File: src/common/hwpe_store_pkg.sv
// Store engine shared definitions: memory port widths, lane types and controller states.
package hwpe_store_pkg;

  // Memory port geometry.
  localparam int unsigned ADDR_WIDTH = 32;              // Byte address.
  localparam int unsigned LANE_WIDTH = 32;              // One memory word per lane.
  localparam int unsigned LANE_BYTES = LANE_WIDTH / 8;  // Sets the lane address step.

  // Command length width.
  localparam int unsigned BEAT_CNT_WIDTH = 16;

  // Byte address on a memory port.
  typedef logic [ADDR_WIDTH-1:0] tcdm_addr_t;

  // Lane word and its byte enables.
  typedef logic [LANE_WIDTH-1:0] lane_data_t;
  typedef logic [LANE_BYTES-1:0] lane_be_t;

  // Beat counter, also the command length.
  typedef logic [BEAT_CNT_WIDTH-1:0] beat_cnt_t;

  // Controller states.
  // IDLE waits for a command, RUN moves beats, DRAIN waits for the ports to empty.
  typedef enum logic [1:0] {
    IDLE  = 2'd0,
    RUN   = 2'd1,
    DRAIN = 2'd2
  } store_state_e;

endpackage
File: src/design/hwpe_store_top.sv
// Store engine top: command controller, stream split and one store port per lane.
`timescale 1ns/1ps

module hwpe_store_top #(
  parameter int unsigned NB_LANES      = 4,
  parameter int unsigned DATA_WIDTH_IN = 128,
  parameter int unsigned STRB_WIDTH_IN = DATA_WIDTH_IN / 8
) (
  input  logic                                      clk_i,
  input  logic                                      rst_i,
  // Command and status.
  input  logic                                      start_i,
  input  hwpe_store_pkg::tcdm_addr_t                base_addr_i,
  input  hwpe_store_pkg::beat_cnt_t                 nb_beats_i,
  output logic                                      busy_o,
  output logic                                      done_o,
  // Wide input stream.
  input  logic [DATA_WIDTH_IN-1:0]                  push_data_i,
  input  logic [STRB_WIDTH_IN-1:0]                  push_strb_i,
  input  logic                                      push_valid_i,
  output logic                                      push_ready_o,
  // Memory ports, indexed by lane.
  output logic [NB_LANES-1:0]                       tcdm_req_o,
  output hwpe_store_pkg::tcdm_addr_t [NB_LANES-1:0] tcdm_add_o,
  output hwpe_store_pkg::lane_data_t [NB_LANES-1:0] tcdm_wdata_o,
  output hwpe_store_pkg::lane_be_t   [NB_LANES-1:0] tcdm_be_o,
  input  logic [NB_LANES-1:0]                       tcdm_gnt_i
);
  import hwpe_store_pkg::*;

  logic                       stream_en;   // Controller lets beats through.
  logic                       beat_fire;
  tcdm_addr_t                 beat_addr;
  logic [NB_LANES-1:0]        port_idle;
  logic [NB_LANES-1:0]        lane_valid;
  logic [NB_LANES-1:0]        lane_ready;
  lane_data_t [NB_LANES-1:0]  lane_data;
  lane_be_t   [NB_LANES-1:0]  lane_strb;

  // Decode and beat count.
  store_ctrl #(
    .NB_LANES    (NB_LANES)
  ) i_ctrl (
    .clk_i       (clk_i),
    .rst_i       (rst_i),
    .start_i     (start_i),
    .base_addr_i (base_addr_i),
    .nb_beats_i  (nb_beats_i),
    .beat_fire_i (beat_fire),
    .port_idle_i (port_idle),
    .stream_en_o (stream_en),
    .beat_addr_o (beat_addr),
    .busy_o      (busy_o),
    .done_o      (done_o)
  );

  // Beat fan-out.
  hwpe_stream_split #(
    .NB_LANES      (NB_LANES),
    .DATA_WIDTH_IN (DATA_WIDTH_IN),
    .STRB_WIDTH_IN (STRB_WIDTH_IN)
  ) i_split (
    .clk_i         (clk_i),
    .rst_i         (rst_i),
    .enable_i      (stream_en),
    .push_data_i   (push_data_i),
    .push_strb_i   (push_strb_i),
    .push_valid_i  (push_valid_i),
    .push_ready_o  (push_ready_o),
    .beat_fire_o   (beat_fire),
    .lane_valid_o  (lane_valid),
    .lane_data_o   (lane_data),
    .lane_strb_o   (lane_strb),
    .lane_ready_i  (lane_ready)
  );

  // One write port per lane.
  for (genvar k = 0; k < NB_LANES; k++) begin : g_port
    tcdm_store_port #(
      .LANE_IDX     (k)
    ) i_port (
      .clk_i        (clk_i),
      .rst_i        (rst_i),
      .lane_valid_i (lane_valid[k]),
      .lane_data_i  (lane_data[k]),
      .lane_strb_i  (lane_strb[k]),
      .beat_addr_i  (beat_addr),
      .lane_ready_o (lane_ready[k]),
      .port_idle_o  (port_idle[k]),
      .tcdm_req_o   (tcdm_req_o[k]),
      .tcdm_add_o   (tcdm_add_o[k]),
      .tcdm_wdata_o (tcdm_wdata_o[k]),
      .tcdm_be_o    (tcdm_be_o[k]),
      .tcdm_gnt_i   (tcdm_gnt_i[k])
    );
  end

endmodule

File: src/design/tcdm_store_port.sv
// Lane store port: one-entry buffer that issues a word write held until granted.
`timescale 1ns/1ps

module tcdm_store_port #(
  parameter int unsigned LANE_IDX = 0
) (
  input  logic                       clk_i,
  input  logic                       rst_i,
  input  logic                       lane_valid_i,
  input  hwpe_store_pkg::lane_data_t lane_data_i,
  input  hwpe_store_pkg::lane_be_t   lane_strb_i,
  input  hwpe_store_pkg::tcdm_addr_t beat_addr_i,   // Address of current beat.
  output logic                       lane_ready_o,
  output logic                       port_idle_o,   // No write pending.
  output logic                       tcdm_req_o,
  output hwpe_store_pkg::tcdm_addr_t tcdm_add_o,
  output hwpe_store_pkg::lane_data_t tcdm_wdata_o,
  output hwpe_store_pkg::lane_be_t   tcdm_be_o,
  input  logic                       tcdm_gnt_i
);
  import hwpe_store_pkg::*;

  // Byte offset of this lane inside a beat.
  localparam int unsigned LANE_OFFSET = LANE_IDX * LANE_BYTES;

  logic       full_q;    // Write pending.
  tcdm_addr_t addr_q;
  lane_data_t data_q;
  lane_be_t   be_q;
  logic       accept;    // Lane word taken this cycle.
  logic       has_bytes; // Any strobe bit set.
  logic       granted;

  assign granted      = full_q && tcdm_gnt_i;
  assign lane_ready_o = !full_q || granted;  // Back-to-back writes allowed.
  assign accept       = lane_valid_i && lane_ready_o;
  assign has_bytes    = |lane_strb_i;

  // Buffer occupancy.
  always_ff @(posedge clk_i) begin
    if (rst_i) begin
      full_q <= 1'b0;
    end else if (accept) begin
      full_q <= has_bytes;  // Empty strobe consumed silently.
    end else if (granted) begin
      full_q <= 1'b0;
    end
  end

  // Request fields, frozen until the next accept.
  always_ff @(posedge clk_i) begin
    if (accept && has_bytes) begin
      addr_q <= beat_addr_i + tcdm_addr_t'(LANE_OFFSET);
      data_q <= lane_data_i;
      be_q   <= lane_strb_i;
    end
  end

  assign tcdm_req_o   = full_q;
  assign tcdm_add_o   = addr_q;
  assign tcdm_wdata_o = data_q;
  assign tcdm_be_o    = be_q;
  assign port_idle_o  = !full_q;

  // Ungranted request must hold all fields.
  a_req_stable: assert property (@(posedge clk_i) disable iff (rst_i)
    (tcdm_req_o && !tcdm_gnt_i) |=>
      (tcdm_req_o && $stable(tcdm_add_o) && $stable(tcdm_wdata_o) && $stable(tcdm_be_o)))
    else $error("Error at %0t: lane %0d request changed before grant", $time, LANE_IDX);

endmodule

File: src/hwpe_stream_split/hwpe_stream_split.sv
// Stream split: fans one wide beat out to ordered 32-bit lanes with per-lane taken flags.
`timescale 1ns/1ps

module hwpe_stream_split #(
  parameter int unsigned NB_LANES      = 4,
  parameter int unsigned DATA_WIDTH_IN = 128,
  parameter int unsigned STRB_WIDTH_IN = DATA_WIDTH_IN / 8
) (
  input  logic                                      clk_i,
  input  logic                                      rst_i,
  input  logic                                      enable_i,      // Beats remain.
  input  logic [DATA_WIDTH_IN-1:0]                  push_data_i,
  input  logic [STRB_WIDTH_IN-1:0]                  push_strb_i,
  input  logic                                      push_valid_i,
  output logic                                      push_ready_o,
  output logic                                      beat_fire_o,   // Beat transfer.
  output logic [NB_LANES-1:0]                       lane_valid_o,
  output hwpe_store_pkg::lane_data_t [NB_LANES-1:0] lane_data_o,
  output hwpe_store_pkg::lane_be_t   [NB_LANES-1:0] lane_strb_o,
  input  logic [NB_LANES-1:0]                       lane_ready_i
);
  import hwpe_store_pkg::*;

  logic [NB_LANES-1:0] taken_q;    // Lane already holds its part of this beat.
  logic [NB_LANES-1:0] lane_fire;  // Lane handshake this cycle.
  logic [NB_LANES-1:0] lane_done;  // Taken earlier or taking now.

  for (genvar k = 0; k < NB_LANES; k++) begin : g_lane
    // Lane k gets slice k, lowest lane lowest bits.
    assign lane_data_o[k] = push_data_i[k*LANE_WIDTH +: LANE_WIDTH];
    assign lane_strb_o[k] = push_strb_i[k*LANE_BYTES +: LANE_BYTES];

    // Broadcast valid, withheld once the lane has its word.
    assign lane_valid_o[k] = push_valid_i && enable_i && !taken_q[k];
    assign lane_fire[k]    = lane_valid_o[k] && lane_ready_i[k];
  end

  assign lane_done = taken_q | lane_ready_i;

  // Ready only when every lane is covered.
  assign push_ready_o = enable_i && (&lane_done);
  assign beat_fire_o  = push_valid_i && push_ready_o;

  // Taken flags live for one beat.
  always_ff @(posedge clk_i) begin
    if (rst_i || beat_fire_o || !enable_i) begin
      taken_q <= '0;
    end else begin
      taken_q <= taken_q | lane_fire;  // Remember lanes that went early.
    end
  end

  // Enable never drops while a lane still holds part of a beat.
  a_taken_clear: assert property (@(posedge clk_i) disable iff (rst_i)
    !enable_i |-> (taken_q == '0))
    else $error("Error at %0t: taken flags set while disabled", $time);

endmodule

File: src/design/store_ctrl.sv
// Store command controller: latches a command, counts beats and flags completion.
`timescale 1ns/1ps

module store_ctrl #(
  parameter int unsigned NB_LANES = 4
) (
  input  logic                       clk_i,
  input  logic                       rst_i,
  input  logic                       start_i,      // One-cycle command strobe.
  input  hwpe_store_pkg::tcdm_addr_t base_addr_i,  // First beat address.
  input  hwpe_store_pkg::beat_cnt_t  nb_beats_i,   // Beats in the command.
  input  logic                       beat_fire_i,  // Input beat transferred.
  input  logic [NB_LANES-1:0]        port_idle_i,  // Store port buffers empty.
  output logic                       stream_en_o,  // Beat handshake enable.
  output hwpe_store_pkg::tcdm_addr_t beat_addr_o,  // Address of current beat.
  output logic                       busy_o,
  output logic                       done_o
);
  import hwpe_store_pkg::*;

  // Bytes covered by one full beat.
  localparam int unsigned BEAT_BYTES = NB_LANES * LANE_BYTES;

  store_state_e state_q;
  store_state_e state_d;
  beat_cnt_t    cnt_q;       // Beats fired so far.
  beat_cnt_t    cnt_nxt;
  beat_cnt_t    nb_beats_q;  // Latched length.
  tcdm_addr_t   addr_q;      // Running beat address.
  logic         done_q;
  logic         cmd_accept;
  logic         last_fire;   // Final beat of the command.
  logic         ports_idle;

  assign cmd_accept = start_i && (state_q == IDLE);  // Commands ignored while busy.
  assign cnt_nxt    = cnt_q + beat_cnt_t'(1);
  assign last_fire  = beat_fire_i && (cnt_nxt == nb_beats_q);
  assign ports_idle = &port_idle_i;                  // All writes granted.

  // Next state.
  always_comb begin
    state_d = state_q;
    unique case (state_q)
      IDLE: begin
        if (start_i) begin
          // Empty command skips straight to completion.
          state_d = (nb_beats_i == '0) ? DRAIN : RUN;
        end
      end
      RUN: begin
        if (last_fire) begin
          state_d = DRAIN;
        end
      end
      DRAIN: begin
        if (ports_idle) begin
          state_d = IDLE;
        end
      end
      default: state_d = IDLE;
    endcase
  end

  // Control state.
  always_ff @(posedge clk_i) begin
    if (rst_i) begin
      state_q <= IDLE;
      cnt_q   <= '0;
      done_q  <= 1'b0;
    end else begin
      state_q <= state_d;
      done_q  <= (state_q == DRAIN) && ports_idle;  // Same edge that drops busy.
      if (cmd_accept) begin
        cnt_q <= '0;
      end else if (beat_fire_i) begin
        cnt_q <= cnt_nxt;
      end
    end
  end

  // Command payload, loaded on accept.
  always_ff @(posedge clk_i) begin
    if (cmd_accept) begin
      nb_beats_q <= nb_beats_i;
      addr_q     <= base_addr_i;
    end else if (beat_fire_i) begin
      addr_q <= addr_q + tcdm_addr_t'(BEAT_BYTES);  // Step a full beat.
    end
  end

  assign stream_en_o = (state_q == RUN);
  assign beat_addr_o = addr_q;
  assign busy_o      = (state_q != IDLE);
  assign done_o      = done_q;

  // Split must only fire while the controller runs.
  a_fire_in_run: assert property (@(posedge clk_i) disable iff (rst_i)
    beat_fire_i |-> (state_q == RUN))
    else $error("Error at %0t: beat fired outside RUN", $time);

  // Completion is a single pulse.
  a_done_pulse: assert property (@(posedge clk_i) disable iff (rst_i)
    done_o |=> !done_o)
    else $error("Error at %0t: done held for two cycles", $time);

endmodule

File: config.mk
export PLATFORM = sky130hd
export DESIGN_NAME = hwpe_store_top
export DESIGN_NICKNAME = d
export VERILOG_FILES = /design/src/common/hwpe_store_pkg.sv /design/src/design/hwpe_store_top.sv /design/src/design/tcdm_store_port.sv /design/src/hwpe_stream_split/hwpe_stream_split.sv /design/src/design/store_ctrl.sv
export SDC_FILE = /design/constraint.sdc
export NUM_CORES = 1
export LEC_CHECK = 0
export BUFFER_PORTS_ARGS = -buffer_cell sky130_fd_sc_hd__clkbuf_2
export CORE_UTILIZATION = 40
export DETAILED_ROUTE_END_ITERATION = 16
export GPL_ROUTABILITY_DRIVEN = 0
export PLACE_DENSITY = 0.73
export RECOVER_POWER = 50
export SETUP_SLACK_MARGIN = 0.15
export SYNTH_ARGS = -nofsm -noshare
export SYNTH_HDL_FRONTEND = slang
export SYNTH_HIERARCHICAL = 1
export SYNTH_SLANG_ARGS = --single-unit
export TNS_END_PERCENT = 10
File: constraint.sdc
create_clock -name clk_i -period 14.95 [get_ports clk_i]
set_clock_uncertainty 0.1 [all_clocks]
set_input_delay 2.99 -clock clk_i [delete_from_list [all_inputs] [get_ports clk_i]]
set_output_delay 2.99 -clock clk_i [all_outputs]
set_load 0.03 [all_outputs]
== Word level (Yosys, flattened, before mapping) ==
Index checks and enable logic that the tools add are counted.

* Output and inout bits: 279
* Bits of input ports: 200
* Register bits: 347
* Logic and storage cells: 103

* Equality and inequality tests: 6
* Muxes and demuxes: 15
* Bitwise gates (word level): 2
* $add $sub $neg: 5
* Reductions and logical operators: 53

{| class="wikitable"
|+ Operator list
! cell !! count
|-
| adder 32 x 4 -> 32 bit, second input constant || 2
|-
| 2-to-1 mux 32 bit || 2
|-
| adder 32 x 3 -> 32 bit, second input constant || 1
|-
| adder 32 x 5 -> 32 bit, second input constant || 1
|-
| logical AND 1 bit || 22
|-
| adder 16 x 1 -> 16 bit, second input constant || 1
|-
| equality test 16 bit || 1
|-
| zero test 16 bit || 1
|-
| OR reduction 4 bit || 4
|-
| nonzero test 2 bit || 6
|-
| zero test 1 bit || 9
|-
| 2-to-1 mux 1 bit || 8
|-
| 2-to-1 mux 2 bit || 4
|-
| OR 4 bit || 2
|-
| AND reduction 4 bit || 2
|-
| logical OR 1 bit || 6
|-
| one-hot mux 2 bit (3 select lines) || 1
|-
| inequality test 2 bit, second input constant || 2
|-
| AND reduction 3 bit || 1
|-
| equality test 2 x 1 -> 1 bit, second input constant || 1
|-
| equality test 2 bit, second input constant || 1
|-
| zero test 2 bit || 1
|-
| inequality test 2 x 1 -> 1 bit, second input constant || 1
|-
| OR reduction 2 bit || 1
|}

== Logic depth before layout (Yosys ltp) ==
Gate-level depths: netlist of the first run.

* Depth in word-level cells: 9
* Mapped depth: 9
* Gate-level depth less buffers: 8

== Hierarchy ==
The synthesis of the first run kept the hierarchy.

{| class="wikitable"
|+ Modules (own cells, without submodules)
! module !! area each (um2) !! times used !! cells an instance !! seq. area each (um2)
|-
| store_ctrl || 3,656.0 || 1 || 363 || 1,821.7
|-
| tcdm_store_port (g_port[1].i_port) || 2,693.8 || 1 || 156 || 2,062.0
|-
| tcdm_store_port (g_port[2].i_port) || 2,665.1 || 1 || 155 || 2,062.0
|-
| tcdm_store_port (g_port[3].i_port) || 2,658.8 || 1 || 150 || 2,062.0
|-
| tcdm_store_port (g_port[0].i_port) || 2,099.5 || 1 || 74 || 2,062.0
|-
| hwpe_stream_split || 1,282.5 || 1 || 167 || 80.1
|}

== Least setup slack after synthesis of the first run ==
OpenSTA, ideal clock, no wires.

* Kind: input -> register
* Start point: input port push_valid_i
* End point: register g_port[0].i_port.addr_q[0], enable pin
* Required time: 14,347 ps
* Path buffers: 1
* Stages on the path: 5
* Setup time: 503 ps
* Path slack: 7,845 ps
* Arrival time: 6,503 ps
* Path through: buf_2 > nand2_1 > nor2_1 > o41ai_2 > nor2b_1

* Word-level cells in the longest chain between the ends: 4

{| class="wikitable"
|+ RTL lines
! what !! RTL line !! source
|-
| start, declared || hwpe_store_top.sv:20 || <nowiki>input logic push_valid_i,</nowiki>
|-
| logical AND 1 bit (2 in a row) || hwpe_stream_split.sv:34 || <nowiki>assign lane_valid_o[k] = push_valid_i && enable_i && !taken_q[k];</nowiki>
|-
| via lane_valid[0] || hwpe_store_top.sv:35 || <nowiki>logic [NB_LANES-1:0] lane_valid;</nowiki>
|-
| logical AND 1 bit || tcdm_store_port.sv:36 || <nowiki>assign accept = lane_valid_i && lane_ready_o;</nowiki>
|-
| logical AND 1 bit || tcdm_store_port.sv:52 || <nowiki>if (accept && has_bytes) begin</nowiki>
|-
| end signal, assigned || tcdm_store_port.sv:53 || <nowiki>addr_q <= beat_addr_i + tcdm_addr_t'(LANE_OFFSET);</nowiki>
|-
| end, declared || tcdm_store_port.sv:27 || <nowiki>tcdm_addr_t addr_q;</nowiki>
|}

The timed path passes the listed nets, and every way through them passes these cells.
A chain may end at the register's enable or synchronous reset.

== Worst setup path after layout of the first run ==
* Start point: input port tcdm_gnt_i[2]
* End point: output port push_ready_o

* Word-level cells in the longest chain between the ends: 5

{| class="wikitable"
|+ RTL lines
! what !! RTL line !! source
|-
| start, declared || hwpe_store_top.sv:27 || <nowiki>input logic [NB_LANES-1:0] tcdm_gnt_i</nowiki>
|-
| logical AND 1 bit || tcdm_store_port.sv:34 || <nowiki>assign granted = full_q && tcdm_gnt_i;</nowiki>
|-
| logical OR 1 bit || tcdm_store_port.sv:35 || <nowiki>assign lane_ready_o = !full_q || granted;</nowiki>
|-
| via lane_ready[2] || hwpe_store_top.sv:36 || <nowiki>logic [NB_LANES-1:0] lane_ready;</nowiki>
|-
| OR 4 bit || hwpe_stream_split.sv:38 || <nowiki>assign lane_done = taken_q | lane_ready_i;</nowiki>
|-
| AND reduction 4 bit || hwpe_stream_split.sv:41 || <nowiki>assign push_ready_o = enable_i && (&lane_done);</nowiki>
|-
| logical AND 1 bit || hwpe_stream_split.sv:41 ||
|-
| end, declared || hwpe_store_top.sv:21 || <nowiki>output logic push_ready_o,</nowiki>
|}

The timed path passes the listed nets, and every way through them passes these cells.

==> results of run 1 <==
cell usage in the layout (no fill, tap or decap), drive strengths merged, types with 8 or more instances in the layout:
master    n
edfxtp  320
and4     10
a21oi    18
nor3     14
clkbuf  522
clkinv   12
o21ai    34
nand4    40
and3     23
nand2    66
nor2     40
xor2     42
xnor2    97
dfxtp    27
nand3    62
nor2b     8
nor4     17
inv      20
registers in the layout (all words and copies together), names as in the netlist:
signal,cells
g_port.i_port/tcdm_add_o,128
g_port.i_port/tcdm_wdata_o,128
i_ctrl/beat_addr_o,32
g_port.i_port/tcdm_be_o,16
i_ctrl/cnt_q,16
i_ctrl/nb_beats_q,16
g_port.i_port/tcdm_req_o,4
i_split/taken_q,4
i_ctrl/state_q,2
i_ctrl/done_o,1
cell usage after synthesis, drive strengths merged, types with 18 or more instances:
cell type | n | area share
a21oi | 18 | 0.0062
and3 | 23 | 0.0099
buf | 152 | 0.075
dfxtp | 27 | 0.036
edfxtp | 320 | 0.64
nand2 | 66 | 0.016
nand3 | 62 | 0.023
nand4 | 40 | 0.020
nor2 | 40 | 0.011
o21ai | 34 | 0.011
xnor2 | 97 | 0.056
xor2 | 42 | 0.024
report_power, final:
group | switching (W) | leakage, nW | internal, W
Sequential | 0.0000572 | 3.19 | 0.00112
Clock | 0.000372 | 0.556 | 0.000507
Combinational | 0.000145 | 2.73 | 0.0000707
kinds of logic (layout without fill, tap and decap cells):
group           count (synthesis)  count (layout)  share of synthesized area
flops                         347             347                     0.6741
simple gates                  318             318                     0.1260
buf+inv                       180             563                    0.08194
xor+xnor                      139             139                    0.08086
compound gates                 72              72                    0.03008
fa+ha+maj                       5               5                   0.004155
mux                             4               4                   0.002826
worst max-delay path by stage:
stage	endpoint	slack (ps)	cells after the start
floorplan	g_port[0].i_port/tcdm_add_o[0]	7840	5
global placement	push_ready_o	7890	5
detailed placement	push_ready_o	7890	5
CTS	push_ready_o	7880	5
global route	push_ready_o	7810	5
finish	push_ready_o	7880	5
metal layers:
metal  routed length (um)  global-route usage  up-vias  share of wire
met3                 2537             0.04074       54          0.065
met4                  996             0.07552        2          0.026
li1                     -                   -     4490              -
met1                15670              0.2431     4694           0.40
met5                   13                   0        -        0.00033
met2                19700              0.3402      384           0.51
metrics by stage:
stage | util | cell area [um2] | hold slack, ps | cells
global placement | 0.4607 | 16950 | 395.5 | 1854
finish | 0.4836 | 17790 | 431.3 | 1916
detailed placement | 0.4607 | 16950 | 415.4 | 1854
CTS | 0.4915 | 18080 | 427.8 | 1916
floorplan | - | 15060 | 358.7 | 1065
global route | 0.4836 | 17790 | 465.0 | 1916
worst max-delay path, cell delays in order:
cell and delay, ps:
clkbuf_2 80, nand2b_1 180, o22a_1 300, and3_2 250, clkbuf_2 180
area by class of cell:
class,instances,area (um2)
clock buffers,42,944.7
clock inverters,20,190.2
fillers,3297,19000
inverters,17,63.81
multi-input cells,538,3618
flip-flops and latches,347,10150
well taps,468,585.6
repair buffers,484,2237
==> summary.md, run 1 <==
| Metric | Value |
|---|---|
| Status | `complete, but fails checks` |
| Violations in the final reports | `max-capacitance violations, max-slew violations` |
| Data arrival, critical path | `3980 ps` |
| FF-to-FF Start | `i_ctrl/state_q[1]` |
| Initial Utilization | `0.4093` |
| Initial antenna violation count | `1` |
| Post-Syn Area per Cell | `14.14 um2` |
| Crit Path Category | `primary input to primary output` |
| Worst setup SP type | `primary input` |
| Total grt overflow | `0` |
| Die W | `196.0 um` |
| Max Cap Viol | `4` |
| F_max | `0.1414 GHz` |
| Router iterations before antenna repair | `5` |
| Post-Syn Instances | `1065` |
| Reg2Reg Setup Slack | `10870 ps` |
| Post-synth EDFFs | `320` |
| Tmin final | `7071 ps` |
| Predominant post-synthesis flop cell | `edfxtp_1` |
| R2r endpoint | `i_ctrl/cnt_q[11]` |
| Row cnt | `70` |
| Total wire length | `38920 um` |
| All-layer global routing usage | `0.1973` |
| CP required | `11860 ps` |
| Crit-path max FO | `6` |
| PD cells | `127.9 nW/um2` |
| # hold bufs at CTS | `0` |
| Port bufs | `478` |
| Drt wl/cell | `20.31 um` |
| Dpl ws | `7888 ps` |
| Remaining antenna violation count after routing | `0` |
| Initial drt markers | `507` |
| P&R area growth vs syn | `18.16%` |
| Mapped cell area | `15060 um2` |
| Share of cells above drive strength 1 | `0.2887` |
| H-tree levels | `2` |
| Vias after detailed routing | `9624` |
| Vias in the first global route | `9546` |
| Max Root-Sink Buffers | `3` |
| Design Power | `0.002276 W` |
| Register area share after synthesis | `0.6741` |
| Worst slew margin | `-1.181` |
| FFs w/ async S/R, synth | `0` |
| Ys Warns | `6` |
| Sink Count | `347` |
| Setup Fix Bufs, Post-CTS | `0` |
| Final Setup Violations | `0` |
| Antenna cells | `0` |
| Final worst slack | `7879 ps` |
| Die height | `196.0 um` |
| Fin. Hold Viols | `0` |
| First-pass GRT wire length | `56950 um` |
| #FFs+latches synth | `347` |
| Die area | `38420 um2` |
| Pleak | `6.479 nW` |
| Clk Latency, worst-skew pair | `550 ps` |
| WHS Path Cells | `1` |
| CTS Buf Count | `37` |
| Largest net degree at the start of global routing | `76` |
| Clock slew at reported path FFs | `60 ps` |
| Slew @ Worst Pin | `3271 ps` |
| Hold path start | `i_ctrl/state_q[0]` |
| Core area | `36790 um2` |
| Hold WC Path Type | `register to register` |
| DRC | `0` |
| Peak VDD IR | `0.1011 mV` |
| Critical Path Start | `tcdm_gnt_i[2]` |
| Hold EP | `i_ctrl/done_o` |
| IO Pins | `479` |
| R2r worst-path depth | `5` |
| Root Driver | `clkbuf_16` |
| DR vias/cell | `5.023` |
| Final HPWL DP | `27570 um` |
| PostCTS Resize Cnt | `0` |
| RSZ-0062 raised after global routing | `false` |
| CTS tree | `done` |
| Setup TNS | `0 ps` |
| Post-Syn Nets | `1270` |
| Fin crit share | `0.4730` |
| Nets | `1630` |
| Crit path capture type | `primary output` |
| Max Transition Viols Final | `96` |
| Post-synthesis cell type count | `61` |
(Power assumes the default switching activity.)
==> run 2: changes to the inputs <==
==> constraint.sdc (replaced) <==
create_clock -name clk_i -period 6.8 [get_ports clk_i]
set_clock_uncertainty 0.1 [all_clocks]
set_input_delay 1.36 -clock clk_i [delete_from_list [all_inputs] [get_ports clk_i]]
set_output_delay 1.36 -clock clk_i [all_outputs]
set_load 0.03 [all_outputs]
==> summary.md, run 2 (synthesis gave the netlist of run 1 again) <==
| Metric | Value |
|---|---|
| Vias after detailed routing | `9686 (+0.64%)` |
| Peak VDD IR | `0.1891 mV (+87%)` |
| Remaining antenna violation count after routing | `0 (unchanged)` |
| CTS Buf Count | `38 (+2.7%)` |
| Total wire length | `38610 um (-0.79%)` |
| DR vias/cell | `5.047 (+0.49%)` |
| Commonest non-fill, non-tap cells in the layout | `320 x edfxtp_1, 275 x clkbuf_2, 213 x clkbuf_1` |
| Violations in the final reports | `max-capacitance violations, max-slew violations` |
| IO Pins | `479 (unchanged)` |
| Initial antenna violation count | `1 (unchanged)` |
| Crit-path max FO | `75 (+69)` |
| First-pass GRT wire length | `56610 um (-0.59%)` |
| Initial drt markers | `526 (+3.7%)` |
| Fin. Hold Viols | `0 (unchanged)` |
| CP required | `7110 ps (-4750 ps)` |
| Total grt overflow | `0 (unchanged)` |
| Nets | `1630 (unchanged)` |
| Reg2Reg Setup Slack | `2540 ps (-8330 ps)` |
| Max Root-Sink Buffers | `3 (unchanged)` |
| Fin crit share | `0.6704` |
| Status | `complete, but fails checks` |
| Crit Path Category | `primary input to register` |
| H-tree levels | `2 (unchanged)` |
| All-layer global routing usage | `0.1967 (-0.0006266)` |
| Placed cells | `1853 (-0.054%)` |
| Final cell count without fillers | `1919 (+0.16%)` |
| Initial Utilization | `0.4093 (unchanged)` |
| Die area | `38420 um2 (unchanged)` |
| Port bufs | `478 (unchanged)` |
| Die W | `196.0 um (unchanged)` |
| F_max | `0.2193 GHz` |
| Die height | `196.0 um (unchanged)` |
| Clk Latency, worst-skew pair | `550 ps (about the same)` |
| CTS tree | `done` |
| Worst setup SP type | `primary input` |
| Largest net degree at the start of global routing | `76 (unchanged)` |
| Sink Count | `347 (unchanged)` |
| Vias in the first global route | `9490 (-0.59%)` |
| Slew @ Worst Pin | `3326 ps (+55.26 ps)` |
| PostCTS Resize Cnt | `0 (unchanged)` |
| Data arrival, critical path | `4870 ps (+890 ps)` |
| Share of cells above drive strength 1 | `0.2522 (-0.03643)` |
| DRC | `0 (unchanged)` |
| Tmin final | `4559 ps` |
| Worst slew margin | `-1.217 (-0.03684)` |
| Antenna cells | `0 (unchanged)` |
| PD cells | `281.0 nW/um2 (+120%)` |
| Crit path capture type | `register` |
| Final HPWL DP | `27620 um (+0.18%)` |
| Router iterations before antenna repair | `5 (unchanged)` |
| Final Setup Violations | `0 (unchanged)` |
| Max Cap Viol | `1 (-3)` |
| Drt wl/cell | `20.12 um (-0.94%)` |
| Clock slew at reported path FFs | `60 ps (about the same)` |
| Max Transition Viols Final | `76 (-21%)` |
| Root Driver | `clkbuf_16` |
| P&R area growth vs syn | `17.77%` |
| Pleak | `6.327 nW (-2.3%)` |
| Setup Fix Bufs, Post-CTS | `0 (unchanged)` |
| Core area | `36790 um2 (unchanged)` |
| # hold bufs at CTS | `0 (unchanged)` |
| Hold WC Path Type | `register to register` |
| RSZ-0062 raised after global routing | `false` |
| Commonest non-fill, non-tap cell in the layout | `edfxtp_1` |
| Row cnt | `70 (unchanged)` |
| Setup TNS | `0 ps (unchanged)` |
run 2: per-layer routing:
metal / part of all wire / track usage
met1: 0.39 / 0.2398
met2: 0.51 / 0.3424
met3: 0.077 / 0.04504
met4: 0.023 / 0.06684
met5: 0.00034 / 0
run 2: final timing paths:
kind / start / to / cells after the start
min reg2reg: i_split/taken_q[0] / i_split/taken_q[0] / 2
min: i_split/taken_q[0] / i_split/taken_q[0] / 2
max: start_i / i_ctrl/cnt_q[13] / 6
max reg2reg: i_ctrl/state_q[1] / i_ctrl/cnt_q[13] / 5
run 2: final cells by class:
cell class | instances | area, um2
Fill cell | 3294 | 19050
Multi-Input combinational cell | 538 | 3626
Inverter | 17 | 63.81
Tap cell | 468 | 585.6
Clock buffer | 48 | 1010
Clock inverter | 18 | 123.9
Timing Repair Buffer | 483 | 2172
Sequential cell | 347 | 10150
run 2: critical path, stage by stage:
cell,delay (ps)
clkbuf_1,100
inv_1,70
nor2_1,190
clkbuf_1,2350
or2_2,620
a21oi_1,80
run 2: where the power goes:
part | total, W | switching [W] | leakage [nW] | internal (W)
clock network | 0.00191 | 0.000820 | 0.552 | 0.00109
logic | 0.000469 | 0.000317 | 2.58 | 0.000152
registers | 0.00260 | 0.000131 | 3.19 | 0.00247
total | 0.00498 | 0.00127 | 6.33 | 0.00372
run 2: through the flow:
step                utilization  hold slack (ps)  area (um2)  worst slack (ps)  total power (W)
floorplan                     -            358.7       15060              1325         0.002972
global placement         0.4605            395.3       16940              2948         0.003127
detailed placement       0.4605            414.9       16940              2835         0.003141
CTS                      0.4913            428.5       18070              2965         0.005068
global route             0.4820            462.5       17730              1759         0.005156
finish                   0.4820            430.8       17730              2241         0.004983
==> run 3: changes to the inputs <==
==> constraint.sdc (replaced) <==
create_clock -name clk_i -period 4.5 [get_ports clk_i]
set_clock_uncertainty 0.1 [all_clocks]
set_input_delay 0.9 -clock clk_i [delete_from_list [all_inputs] [get_ports clk_i]]
set_output_delay 0.9 -clock clk_i [all_outputs]
set_load 0.03 [all_outputs]
==> summary.md, run 3 (synthesis gave the netlist of run 1 again) <==
| Metric | Value |
|---|---|
| Crit-path max FO | `16 (-79%)` |
| Design area | `17930 um2 (+1.1%)` |
| Die area | `38420 um2 (unchanged)` |
| DRC | `0 (unchanged)` |
| Data arrival, critical path | `3200 ps (-1670 ps)` |
| Peak VDD IR | `0.2877 mV (+52%)` |
| Max Root-Sink Buffers | `3 (unchanged)` |
| CTS tree | `done` |
| Initial drt markers | `658 (+25%)` |
| PD cells | `438.6 nW/um2 (+56%)` |
| Max Cap Viol | `1 (unchanged)` |
| Die height | `196.0 um (unchanged)` |
| Worst hold slack | `394.3 ps (-36.42 ps)` |
| Router iterations before antenna repair | `7 (+2)` |
| Area of the multi-input gates | `3670 um2 (+1.2%)` |
| M3 GR Usage | `0.05174 (+0.006704)` |
| Clk Latency, worst-skew pair | `550 ps (about the same)` |
| CP required | `4630 ps (-2480 ps)` |
| First-pass GRT wire length | `57420 um (+1.4%)` |
| Fin. Hold Viols | `0 (unchanged)` |
| Clock slew at reported path FFs | `60 ps (about the same)` |
| Core area | `36790 um2 (unchanged)` |
| PostCTS Resize Cnt | `0 (unchanged)` |
| Hold WC Path Type | `register to register` |
| Final Setup Violations | `0 (unchanged)` |
| Tmin final | `3069 ps` |
| FF-to-FF Start | `i_ctrl/beat_addr_o[9]` |
| Dpl cell area | `16990 um2 (+0.33%)` |
| Violations in the final reports | `max-capacitance violations, max-slew violations` |
| Layout Utilization | `0.4873 (+0.005306)` |
| RSZ-0062 raised after global routing | `false` |
| Pleak | `6.314 nW (-0.20%)` |
| Initial Utilization | `0.4093 (unchanged)` |
| Vias after detailed routing | `9769 (+0.86%)` |
| Worst setup SP type | `register` |
| Total grt overflow | `0 (unchanged)` |
| Commonest non-fill, non-tap cell in the layout | `edfxtp_1` |
| Commonest non-fill, non-tap cells in the layout | `320 x edfxtp_1, 263 x clkbuf_1, 221 x clkbuf_2` |
| Port bufs | `478 (unchanged)` |
| Final cell count without fillers | `1930 (+0.57%)` |
| Root Driver | `clkbuf_16` |
| Met1 usage | `0.2388 (-0.0009793)` |
| Hold path start | `i_ctrl/beat_addr_o[0]` |
| Initial antenna violation count | `4 (+3)` |
| H-tree levels | `2 (unchanged)` |
| Worst slew margin | `-0.008140 (+1.209)` |
| FF+latch area | `10150 um2 (unchanged)` |
| DR vias/cell | `5.062 (+0.28%)` |
| IO Pins | `479 (unchanged)` |
| CP max-delay cell | `edfxtp_1` |
| Die W | `196.0 um (unchanged)` |
| Total wire length | `39670 um (+2.7%)` |
| Drt wl/cell | `20.55 um (+2.2%)` |
| F_max | `0.3258 GHz` |
| Final HPWL DP | `28920 um (+4.7%)` |
| Met2 usage | `0.3394 (-0.003032)` |
| Critical Path Start | `i_ctrl/beat_addr_o[9]` |
| Row cnt | `70 (unchanged)` |
| Crit Path Category | `register to register` |
| Slew @ Worst Pin | `1512 ps (-1814 ps)` |
| Crit path capture type | `register` |
| Fin crit share | `0.6820` |
| # hold bufs at CTS | `0 (unchanged)` |
| Remaining antenna violation count after routing | `0 (unchanged)` |
| Gr busiest metal | `met2` |
| Vias in the first global route | `9589 (+1.0%)` |
| Share of cells above drive strength 1 | `0.2259 (-0.02637)` |
| Placed cells | `1857 (+0.22%)` |
| P&R area growth vs syn | `19.06%` |
| All-layer global routing usage | `0.1999 (+0.003253)` |
| Status | `complete, but fails checks` |
| Critical Path Max Stage Delay | `720 ps (-1630 ps)` |
| CTS Buf Count | `39 (+2.6%)` |
| Max Transition Viols Final | `76 (unchanged)` |
| Nets | `1635 (+0.31%)` |
| Crit path cell chain | `nand4_1 > nor3_2 > nor4b_1 > nand3_1 > xor2_1 > o21ai_0` |
| Largest net degree at the start of global routing | `76 (unchanged)` |
| Sink Count | `347 (unchanged)` |
| Setup Fix Bufs, Post-CTS | `0 (unchanged)` |
| Filler instances | `3353 (+1.8%)` |
run 3: changes by cell type in the layout (fill, tap and decap cells not counted), sizes merged:
cell / before / now
clkinv: 13 / 18
bufinv: 1 / 5
clkbuf: 527 / 524
buf: 4 / 6
inv: 19 / 21
diode: 0 / 1
run 3: layout make-up:
cell class | instances | area share
inverters | 17 | 0.003560
clock inverters | 29 | 0.01619
repair buffers | 487 | 0.1201
clock buffers | 43 | 0.05647
multi-input cells | 538 | 0.2047
flip-flops and latches | 347 | 0.5662
well taps | 468 | 0.03267
diodes | 1 | 0.0001396
run 3: final timing paths:
path,slack [ps],end,cells after the start
setup / recovery,1430,i_ctrl/beat_addr_o[29],6
setup reg to reg,1430,i_ctrl/beat_addr_o[29],6
hold / removal,390,g_port[3].i_port/tcdm_add_o[0],0
hold reg to reg,390,g_port[3].i_port/tcdm_add_o[0],0
run 3: worst max-delay path, delay by kind of cell, from the launching register on:
kind / cells / cell delay (ps)
simple gates: 4 / 1670
flops: 1 / 720
xor+xnor: 1 / 160
compound gates: 1 / 90
run 3: metrics by stage:
| step | setup TNS [ps] | setup slack, ps | power, W |
|---|---|---|---|
| after detailed placement | 0 | 1411 | 0.004745 |
| after global routing | 0 | 1116 | 0.008116 |
| after floorplan | -98980 | -485.2 | 0.004489 |
| after CTS | 0 | 1479 | 0.007979 |
| after global placement | 0 | 1467 | 0.004729 |
| final | 0 | 1431 | 0.007863 |
run 3: power breakdown:
group	leakage, nW	switching (W)	internal (W)
Combinational	2.48	0.000506	0.000229
Clock	0.638	0.00130	0.00192
Sequential	3.19	0.000171	0.00373
Total	6.31	0.00198	0.00589
run 3: per-layer routing:
layer	routed length [um]	vias up
met2	19430	435
li1	-	4515
met4	1447	6
met3	3061	85
met1	15700	4728
met5	37	-
